### config.mk
export PLATFORM = sky130hd
export DESIGN_NAME = id_stage_top
export DESIGN_NICKNAME = d
export VERILOG_FILES = /design/src/logic/id_pkg.sv /design/src/logic/ex_operand_mux.sv /design/src/logic/id_decoder.sv /design/src/logic/id_ex_buffer.sv /design/src/logic/id_stage_top.sv
export SDC_FILE = /design/constraint.sdc
export NUM_CORES = 1
export LEC_CHECK = 0
export BUFFER_PORTS_ARGS = -buffer_cell sky130_fd_sc_hd__buf_4
export CAP_MARGIN = 15
export CORE_UTILIZATION = 51
export CTS_BUF_LIST = sky130_fd_sc_hd__clkbuf_4
export CTS_CLUSTER_SIZE = 10
export DETAILED_ROUTE_END_ITERATION = 16
export PLACE_DENSITY = 0.82
export SLEW_MARGIN = 10
export SYNTH_ARGS = -nofsm -noshare
export SYNTH_HDL_FRONTEND = slang
export SYNTH_SLANG_ARGS = --single-unit
### constraint.sdc
create_clock -name clk_i -period 23.7 [get_ports clk_i]
set_clock_uncertainty 0.1 [all_clocks]
set_input_delay 1.185 -clock clk_i [delete_from_list [all_inputs] [get_ports clk_i]]
set_output_delay 1.185 -clock clk_i [all_outputs]
set_load 0.02 [all_outputs]
### src/logic/id_pkg.sv
// Shared definitions for the RV32I decode stage
// Widths, opcode and ALU encodings, operand selects
// LSU control, decode-to-execute entry and execute request structs

`default_nettype none

package id_pkg;

  localparam int unsigned XLEN       = 32;
  localparam int unsigned REG_ADDR_W = 5;

  typedef logic [XLEN-1:0]       instr_t;
  typedef logic [REG_ADDR_W-1:0] reg_addr_t;

  //////////////////////////////////////////////////////////////////////
  // Encodings
  //////////////////////////////////////////////////////////////////////

  // Major opcodes kept by this stage
  typedef enum logic [6:0] {
    OPC_OP     = 7'b0110011,
    OPC_OP_IMM = 7'b0010011,
    OPC_LOAD   = 7'b0000011,
    OPC_STORE  = 7'b0100011,
    OPC_BRANCH = 7'b1100011,
    OPC_JAL    = 7'b1101111,
    OPC_JALR   = 7'b1100111,
    OPC_LUI    = 7'b0110111,
    OPC_AUIPC  = 7'b0010111
  } opcode_e;

  typedef enum logic [3:0] {
    ALU_ADD,
    ALU_SUB,
    ALU_SLL,
    ALU_SLT,
    ALU_SLTU,
    ALU_XOR,
    ALU_SRL,
    ALU_SRA,
    ALU_OR,
    ALU_AND,
    // Branch compares
    ALU_EQ,
    ALU_NE,
    ALU_LT,
    ALU_GE,
    ALU_LTU,
    ALU_GEU
  } alu_op_e;

  typedef enum logic [1:0] {
    OP_A_REG_A,
    OP_A_PC,
    OP_A_ZERO
  } op_a_sel_e;

  typedef enum logic [1:0] {
    OP_B_REG_B,
    OP_B_IMM,
    OP_B_FOUR
  } op_b_sel_e;

  typedef enum logic [1:0] {
    LSU_WORD = 2'b00,
    LSU_HALF = 2'b01,
    LSU_BYTE = 2'b10
  } lsu_size_e;

  //////////////////////////////////////////////////////////////////////
  // Structs
  //////////////////////////////////////////////////////////////////////

  typedef struct packed {
    logic      req;       // Memory access requested
    logic      we;        // Store when set
    lsu_size_e size;
    logic      sign_ext;  // Loads only
  } lsu_ctrl_t;

  // One decoded instruction, held between decode and execute
  typedef struct packed {
    logic [XLEN-1:0] pc;
    logic [XLEN-1:0] rs1_data;
    logic [XLEN-1:0] rs2_data;
    logic [XLEN-1:0] imm;
    alu_op_e         alu_op;
    op_a_sel_e       op_a_sel;
    op_b_sel_e       op_b_sel;
    lsu_ctrl_t       lsu;
    logic            rf_we;
    reg_addr_t       rd;
    logic            branch;
    logic            jump;
    logic            illegal;
  } id_ex_t;

  // Request handed to execute
  typedef struct packed {
    alu_op_e         alu_op;
    logic [XLEN-1:0] op_a;
    logic [XLEN-1:0] op_b;
    lsu_ctrl_t       lsu;
    logic [XLEN-1:0] store_data;
    logic            rf_we;
    reg_addr_t       rd;
    logic            branch;
    logic            jump;
    logic            illegal;
  } ex_req_t;

endpackage

`default_nettype wire

### src/logic/ex_operand_mux.sv
// Execute operand former
// Selects ALU operands and store data from a buffered entry
// Drops register write and memory access of illegal instructions

`timescale 1ns/1ps
`default_nettype none

module ex_operand_mux import id_pkg::*; (
  input  logic    entry_valid_i,
  output logic    entry_ready_o,
  input  id_ex_t  entry_i,

  output logic    ex_valid_o,
  input  logic    ex_ready_i,
  output ex_req_t ex_req_o
);

  // Handshake passes straight through
  assign ex_valid_o    = entry_valid_i;
  assign entry_ready_o = ex_ready_i;

  always_comb begin
    ex_req_o            = '0;
    ex_req_o.alu_op     = entry_i.alu_op;
    ex_req_o.lsu        = entry_i.lsu;
    ex_req_o.store_data = entry_i.rs2_data;
    ex_req_o.rf_we      = entry_i.rf_we;
    ex_req_o.rd         = entry_i.rd;
    ex_req_o.branch     = entry_i.branch;
    ex_req_o.jump       = entry_i.jump;
    ex_req_o.illegal    = entry_i.illegal;

    case (entry_i.op_a_sel)
      OP_A_REG_A: ex_req_o.op_a = entry_i.rs1_data;
      OP_A_PC:    ex_req_o.op_a = entry_i.pc;
      default:    ex_req_o.op_a = '0;
    endcase

    case (entry_i.op_b_sel)
      OP_B_REG_B: ex_req_o.op_b = entry_i.rs2_data;
      OP_B_IMM:   ex_req_o.op_b = entry_i.imm;
      default:    ex_req_o.op_b = XLEN'(4);  // Link offset
    endcase

    // No side effects for an illegal instruction
    if (entry_i.illegal) begin
      ex_req_o.rf_we   = 1'b0;
      ex_req_o.lsu.req = 1'b0;
    end
  end

endmodule

`default_nettype wire

### src/logic/id_decoder.sv
// RV32I instruction decoder
// Immediate generation, register read addressing and control decode
// Purely combinational

`timescale 1ns/1ps
`default_nettype none

module id_decoder import id_pkg::*; (
  input  instr_t          instr_i,
  input  logic [XLEN-1:0] pc_i,

  output reg_addr_t       rf_raddr_a_o,
  output reg_addr_t       rf_raddr_b_o,
  input  logic [XLEN-1:0] rf_rdata_a_i,
  input  logic [XLEN-1:0] rf_rdata_b_i,

  output id_ex_t          dec_o
);

  logic [6:0] opcode;
  logic [2:0] funct3;
  logic [6:0] funct7;

  logic [XLEN-1:0] imm_i;
  logic [XLEN-1:0] imm_s;
  logic [XLEN-1:0] imm_b;
  logic [XLEN-1:0] imm_u;
  logic [XLEN-1:0] imm_j;

  assign opcode = instr_i[6:0];
  assign funct3 = instr_i[14:12];
  assign funct7 = instr_i[31:25];

  // Register file reads always follow rs1/rs2
  assign rf_raddr_a_o = instr_i[19:15];
  assign rf_raddr_b_o = instr_i[24:20];

  //////////////////////////////////////////////////////////////////////
  // Immediates
  //////////////////////////////////////////////////////////////////////

  assign imm_i = {{20{instr_i[31]}}, instr_i[31:20]};
  assign imm_s = {{20{instr_i[31]}}, instr_i[31:25], instr_i[11:7]};
  assign imm_b = {{19{instr_i[31]}}, instr_i[31], instr_i[7], instr_i[30:25],
                  instr_i[11:8], 1'b0};
  assign imm_u = {instr_i[31:12], 12'b0};
  assign imm_j = {{11{instr_i[31]}}, instr_i[31], instr_i[19:12], instr_i[20],
                  instr_i[30:21], 1'b0};

  //////////////////////////////////////////////////////////////////////
  // Control decode
  //////////////////////////////////////////////////////////////////////

  always_comb begin
    dec_o          = '0;
    dec_o.pc       = pc_i;
    dec_o.rs1_data = rf_rdata_a_i;
    dec_o.rs2_data = rf_rdata_b_i;
    dec_o.rd       = instr_i[11:7];
    dec_o.alu_op   = ALU_ADD;
    dec_o.op_a_sel = OP_A_REG_A;
    dec_o.op_b_sel = OP_B_REG_B;

    case (opcode)
      OPC_OP: begin
        dec_o.rf_we = 1'b1;
        case ({funct7, funct3})
          {7'h00, 3'b000}: dec_o.alu_op = ALU_ADD;
          {7'h20, 3'b000}: dec_o.alu_op = ALU_SUB;
          {7'h00, 3'b001}: dec_o.alu_op = ALU_SLL;
          {7'h00, 3'b010}: dec_o.alu_op = ALU_SLT;
          {7'h00, 3'b011}: dec_o.alu_op = ALU_SLTU;
          {7'h00, 3'b100}: dec_o.alu_op = ALU_XOR;
          {7'h00, 3'b101}: dec_o.alu_op = ALU_SRL;
          {7'h20, 3'b101}: dec_o.alu_op = ALU_SRA;
          {7'h00, 3'b110}: dec_o.alu_op = ALU_OR;
          {7'h00, 3'b111}: dec_o.alu_op = ALU_AND;
          default:         dec_o.illegal = 1'b1;
        endcase
      end

      OPC_OP_IMM: begin
        dec_o.rf_we    = 1'b1;
        dec_o.op_b_sel = OP_B_IMM;
        dec_o.imm      = imm_i;
        case (funct3)
          3'b000: dec_o.alu_op = ALU_ADD;
          3'b010: dec_o.alu_op = ALU_SLT;
          3'b011: dec_o.alu_op = ALU_SLTU;
          3'b100: dec_o.alu_op = ALU_XOR;
          3'b110: dec_o.alu_op = ALU_OR;
          3'b111: dec_o.alu_op = ALU_AND;
          3'b001: begin
            dec_o.alu_op  = ALU_SLL;
            dec_o.illegal = (funct7 != 7'h00);
          end
          default: begin  // SRLI / SRAI
            if (funct7 == 7'h00) begin
              dec_o.alu_op = ALU_SRL;
            end else if (funct7 == 7'h20) begin
              dec_o.alu_op = ALU_SRA;
            end else begin
              dec_o.illegal = 1'b1;
            end
          end
        endcase
      end

      OPC_LOAD: begin
        dec_o.rf_we        = 1'b1;
        dec_o.op_b_sel     = OP_B_IMM;
        dec_o.imm          = imm_i;
        dec_o.lsu.req      = 1'b1;
        dec_o.lsu.sign_ext = ~funct3[2];
        case (funct3)
          3'b000, 3'b100: dec_o.lsu.size = LSU_BYTE;
          3'b001, 3'b101: dec_o.lsu.size = LSU_HALF;
          3'b010:         dec_o.lsu.size = LSU_WORD;
          default:        dec_o.illegal  = 1'b1;
        endcase
      end

      OPC_STORE: begin
        dec_o.op_b_sel = OP_B_IMM;
        dec_o.imm      = imm_s;
        dec_o.lsu.req  = 1'b1;
        dec_o.lsu.we   = 1'b1;
        case (funct3)
          3'b000:  dec_o.lsu.size = LSU_BYTE;
          3'b001:  dec_o.lsu.size = LSU_HALF;
          3'b010:  dec_o.lsu.size = LSU_WORD;
          default: dec_o.illegal  = 1'b1;
        endcase
      end

      OPC_BRANCH: begin
        dec_o.branch = 1'b1;
        dec_o.imm    = imm_b;  // Target is formed downstream
        case (funct3)
          3'b000:  dec_o.alu_op  = ALU_EQ;
          3'b001:  dec_o.alu_op  = ALU_NE;
          3'b100:  dec_o.alu_op  = ALU_LT;
          3'b101:  dec_o.alu_op  = ALU_GE;
          3'b110:  dec_o.alu_op  = ALU_LTU;
          3'b111:  dec_o.alu_op  = ALU_GEU;
          default: dec_o.illegal = 1'b1;
        endcase
      end

      // Jumps compute the link value pc + 4
      OPC_JAL, OPC_JALR: begin
        dec_o.jump     = 1'b1;
        dec_o.rf_we    = 1'b1;
        dec_o.op_a_sel = OP_A_PC;
        dec_o.op_b_sel = OP_B_FOUR;
        dec_o.imm      = (opcode == OPC_JAL) ? imm_j : imm_i;
        if (opcode == OPC_JALR && funct3 != 3'b000) begin
          dec_o.illegal = 1'b1;
        end
      end

      OPC_LUI, OPC_AUIPC: begin
        dec_o.rf_we    = 1'b1;
        dec_o.op_a_sel = (opcode == OPC_LUI) ? OP_A_ZERO : OP_A_PC;
        dec_o.op_b_sel = OP_B_IMM;
        dec_o.imm      = imm_u;
      end

      default: dec_o.illegal = 1'b1;  // System, fence and unknown opcodes
    endcase

    // Illegal words fall back to a plain register add
    if (dec_o.illegal) begin
      dec_o.imm      = '0;
      dec_o.alu_op   = ALU_ADD;
      dec_o.op_a_sel = OP_A_REG_A;
      dec_o.op_b_sel = OP_B_REG_B;
      dec_o.branch   = 1'b0;
      dec_o.jump     = 1'b0;
    end
  end

endmodule

`default_nettype wire

### src/logic/id_ex_buffer.sv
// Generic valid/ready circular queue
// Holds decoded instructions between decode and execute

`timescale 1ns/1ps
`default_nettype none

module id_ex_buffer #(
  parameter int unsigned DEPTH     = 2,
  parameter type         payload_t = logic
) (
  input  logic     clk_i,
  input  logic     rst_ni,

  input  logic     in_valid_i,
  output logic     in_ready_o,
  input  payload_t in_data_i,

  output logic     out_valid_o,
  input  logic     out_ready_i,
  output payload_t out_data_o
);

  localparam int unsigned PTR_W = (DEPTH > 1) ? $clog2(DEPTH) : 1;
  localparam int unsigned CNT_W = $clog2(DEPTH + 1);
  localparam logic [PTR_W-1:0] LAST_PTR = PTR_W'(DEPTH - 1);

  payload_t mem [DEPTH];

  logic [PTR_W-1:0] wr_ptr_q;
  logic [PTR_W-1:0] rd_ptr_q;
  logic [CNT_W-1:0] count_q;
  logic             push;
  logic             pop;

  function automatic logic [PTR_W-1:0] next_ptr(input logic [PTR_W-1:0] ptr);
    return (ptr == LAST_PTR) ? '0 : ptr + PTR_W'(1);
  endfunction

  // Ready only looks at occupancy, never at the output side
  assign in_ready_o  = (count_q < CNT_W'(DEPTH));
  assign out_valid_o = (count_q != '0);
  assign out_data_o  = mem[rd_ptr_q];

  assign push = in_valid_i & in_ready_o;
  assign pop  = out_valid_o & out_ready_i;

  always_ff @(posedge clk_i) begin
    if (push) begin
      mem[wr_ptr_q] <= in_data_i;
    end
  end

  always_ff @(posedge clk_i or negedge rst_ni) begin
    if (!rst_ni) begin
      wr_ptr_q <= '0;
      rd_ptr_q <= '0;
      count_q  <= '0;
    end else begin
      if (push) begin
        wr_ptr_q <= next_ptr(wr_ptr_q);
      end
      if (pop) begin
        rd_ptr_q <= next_ptr(rd_ptr_q);
      end
      if (push && !pop) begin
        count_q <= count_q + CNT_W'(1);
      end else if (pop && !push) begin
        count_q <= count_q - CNT_W'(1);
      end
    end
  end

endmodule

`default_nettype wire

### src/logic/id_stage_top.sv
// Instruction decode stage top level
// Decoder, decode-to-execute buffer and operand former

`timescale 1ns/1ps
`default_nettype none

module id_stage_top import id_pkg::*; #(
  parameter int unsigned BUF_DEPTH = 2
) (
  input  logic            clk_i,
  input  logic            rst_ni,

  // Fetch side
  input  logic            instr_valid_i,
  output logic            instr_ready_o,
  input  instr_t          instr_i,
  input  logic [XLEN-1:0] pc_i,

  // Register file read port
  output reg_addr_t       rf_raddr_a_o,
  output reg_addr_t       rf_raddr_b_o,
  input  logic [XLEN-1:0] rf_rdata_a_i,
  input  logic [XLEN-1:0] rf_rdata_b_i,

  // Execute side
  output logic            ex_valid_o,
  input  logic            ex_ready_i,
  output ex_req_t         ex_req_o
);

  id_ex_t dec;        // Decoder result
  id_ex_t buf_entry;  // Head of buffer
  logic   buf_valid;
  logic   buf_ready;

  id_decoder u_decoder (
    .instr_i      (instr_i),
    .pc_i         (pc_i),
    .rf_raddr_a_o (rf_raddr_a_o),
    .rf_raddr_b_o (rf_raddr_b_o),
    .rf_rdata_a_i (rf_rdata_a_i),
    .rf_rdata_b_i (rf_rdata_b_i),
    .dec_o        (dec)
  );

  id_ex_buffer #(
    .DEPTH     (BUF_DEPTH),
    .payload_t (id_ex_t)
  ) u_buffer (
    .clk_i       (clk_i),
    .rst_ni      (rst_ni),
    .in_valid_i  (instr_valid_i),
    .in_ready_o  (instr_ready_o),
    .in_data_i   (dec),
    .out_valid_o (buf_valid),
    .out_ready_i (buf_ready),
    .out_data_o  (buf_entry)
  );

  ex_operand_mux u_operand_mux (
    .entry_valid_i (buf_valid),
    .entry_ready_o (buf_ready),
    .entry_i       (buf_entry),
    .ex_valid_o    (ex_valid_o),
    .ex_ready_i    (ex_ready_i),
    .ex_req_o      (ex_req_o)
  );

endmodule

`default_nettype wire

==> impl_metrics.json <==
{
  "antenna_found_initial": 1,
  "synth.avg_cell_area_um2": 15.8,
  "dr.pass1.iters": 5,
  "synthFlopType": "edfxtp_1",
  "rows": 57,
  "ir_drop_mv": 0.0731,
  "clkTransAtPathRegs_ns": 0.06,
  "synth-compound-area-share_pct": 7.07,
  "finalSetupViolCount": 0,
  "ant_nets": 0,
  "io_pins": 258,
  "syn_to_final_growth_pct": 22.9,
  "synth-edff-count": 298,
  "grt_pass1_wl_mm": 44.9,
  "crit_type": "flip-flop to output pin",
  "path_max_fanout": 55,
  "core_mm2": 0.0246,
  "ys_ff_latch": 302,
  "overflow": 0,
  "yosysWarnings": 0,
  "synth_top_family_by_area": "multiplexers",
  "top_layer": "met4",
  "status": "finished, final reports clean",
  "final_cells": 1463,
  "synth_area_mm2": 0.0129,
  "p_leak_nw": 6.00,
  "clock_latency_ns": 0.63,
  "worstSetupStartpointType": "flip-flop",
  "power_frac_comb_pct": 36.4,
  "root_buffer": "clkbuf_4",
  "clock_sinks": 302,
  "fin_crit_ns": 4.67,
  "power_frac_seq_pct": 40.5,
  "ys_seq_area_share_pct": 69.9,
  "rsz0062_at_grt": "no",
  "crit_start": "u_buffer.rd_ptr_q$_DFFE_PN0P_",
  "fin_crit_sh_pct": 19.7,
  "die_y_um": 161,
  "m1WireLength_mm": 11.5,
  "ys_async_sr_fraction_pct": 1.32,
  "die_w_um": 161,
  "synthAdderAreaFrac_pct": 0.580,
  "max_slew.worst_pin.slew_ns": 1.04,
  "wirelength_mm": 29.5,
  "pwr-share-clk_pct": 23.1,
  "yosys.area_share.simple_pct": 7.29,
  "synthTopCellsByArea": "edfxtp_1, mux2i_1, mux2_2",
  "cp.arrival_ns": 3.38,
  "yosys.area.top_type": "edfxtp_1",
  "swShare_pct": 34.5,
  "via_per_inst": 5.60,
  "gr-usage-all-layers_pct": 22.7,
  "grt_pass1_vias": 8231,
  "wl_per_cell_um": 20.1,
  "fmax_ghz": 0.214,
  "io_buffers": 257,
  "synth_cells": 819,
  "worstSetupEndpointType": "output pin",
  "r2r_slack_ns": 20.64,
  "clockBufferDepth": 3,
  "yosys.area_share.xor_xnor_pct": 0.474,
  "hold_violations": 0,
  "drv_slew": 0,
  "fin_nets": 1237,
  "synth_mux_area_share_pct": 11.7,
  "maxCapViolations": 0,
  "vias": 8198,
  "met2_length_mm": 15.1,
  "power_switching_mw": 0.621,
  "power_mw": 1.80,
  "post_cts_buffers": 0,
  "placed_cells": 1345,
  "synth_top_cell_area_share_pct": 69.1,
  "place_hpwl_mm": 19.3,
  "dieArea_mm2": 0.0260,
  "routabilityCongestion": 0.873,
  "cts_tree": "built",
  "worstReg2RegStart": "u_buffer.count_q[1]$_DFFE_PN0P_",
  "tns_ns": 0,
  "r2r_cells": 3,
  "post-route-drc-count": 0,
  "synth_fp_nets": 957,
  "slew_headroom_pct": 30.8,
  "synth_cell_types": 56,
  "holdCritPathClass": "input pin to async pin",
  "p_int_mw": 1.18,
  "cts_resized": 0,
  "cts_hold_buffers": 0,
  "worstPathRequired_ns": 22.42,
  "cts_max_level": 3,
  "fillers": 1817,
  "numCtsBuffers": 76,
  "worstReg2RegEnd": "u_buffer.mem[1][97]$_DFFE_PP_",
  "grt_max_degree": 77,
  "power_density_mw_per_mm2": 113,
  "wl_met3_mm": 1.81,
  "drive_above_1_share_pct": 42.5,
  "initial_core_util_pct": 52.6,
  "dr.first_iter.drc_count": 686
}
[cell type report]
class	count	area, um2	area share, %
repair buffers	266	2000	12.6
flip-flops and latches	302	9050	56.9
well taps	324	405	2.55
clock inverters	11	98.8	0.621
inverters	9	33.8	0.212
clock buffers	106	796	5.00
diodes	1	2.50	0.0157
multi-input cells	444	3530	22.2
[placed cells by master, fill, tap and decap left out, drive strengths merged, types with 3 or more instances in the layout]
cell	synthesis	routed
a211oi	36	36
a21oi	30	30
a22oi	6	6
and2	3	3
buf	39	266
clkbuf	25	106
clkinv	0	5
dfrtp	4	4
edfxtp	298	298
ha	6	6
inv	9	12
mux2	49	49
mux2i	96	96
nand2	19	19
nand2b	5	5
nor2	47	47
nor2b	5	5
nor3	45	45
nor4	3	3
o21ai	8	8
o22ai	33	33
o32a	3	3
or2	7	7
xnor2	4	4
xor2	3	3
[cells by family after synthesis]
family	Yosys count
buffers and inverters	73
multiplexers	145
AND/OR/NAND/NOR	151
XOR/XNOR	7
AO/OA/AOI/OAI	135
adder cells (fa/ha/maj)	6
flip-flops	302
[power by group through the flow]
stage               combinational [mW]  sequential, mW  clock (mW)
CTS                              0.662           0.729       0.428
floorplan                        0.426           0.738           0
global route                     0.696           0.736       0.452
finish                           0.655           0.728       0.415
global placement                 0.654           0.734           0
detailed placement               0.659           0.740           0
[synth_stat cells (3+ instances only)]
cell / number
nor3_1: 7
buf_4: 10
or2_2: 6
nand2_1: 19
mux2i_1: 96
nand2b_1: 5
a211oi_2: 3
o22ai_1: 33
inv_1: 9
a21oi_1: 30
buf_6: 9
clkbuf_1: 25
nor2b_1: 5
a22oi_1: 6
nor2_1: 47
edfxtp_1: 298
mux2_2: 49
a211oi_1: 33
xnor2_1: 4
o32a_1: 3
nor3_2: 37
xor2_1: 3
dfrtp_1: 4
buf_2: 8
buf_1: 12
o21ai_0: 8
ha_1: 6
[how the worst max path moves through the flow]
stage	slack, ns	endpoint	depth (start not counted)
final	19.03	ex_req_o[85]	4
after global routing	18.78	ex_req_o[100]	4
after CTS	18.94	ex_req_o[85]	4
after detailed placement	19.63	u_buffer.mem[1][42]$_DFFE_PP_	7
after global placement	19.68	u_buffer.mem[0][33]$_DFFE_PP_	7
after floorplan	14.92	u_buffer.mem[0][0]$_DFFE_PP_	2
[worst max-delay path: stages (launching register included)]
cell and delay (ns):
dfrtp_4 0.77, buf_4 0.77, o32a_2 0.73, o22ai_1 0.22, buf_4 0.19
[layer usage]
layer  vias up  global-route usage, %
met2       308                   38.3
met5         -                      0
met3        70                   4.55
met1      4021                   28.1
li1       3799                      -
met4         0                   10.8
[metrics by stage]
| step | worst slack, ns | area, um2 | utilization (%) | hold WS (ns) |
|---|---|---|---|---|
| finish | 19.03 | 15900 | 64.7 | 0.232 |
| global route | 18.78 | 15900 | 64.7 | 0.189 |
| CTS | 18.94 | 15900 | 64.7 | 0.183 |
| detailed placement | 19.63 | 15000 | 61.0 | 0.438 |
| global placement | 19.68 | 15000 | 61.0 | 0.397 |
| floorplan | 14.92 | 12900 | - | 0.355 |
[flip-flops by register name, summed over array words and instances (netlist names)]
signal             flops
u_buffer.mem         298
u_buffer.count_q       2
u_buffer.rd_ptr_q      1
u_buffer.wr_ptr_q      1
(Power assumes the default switching activity.)
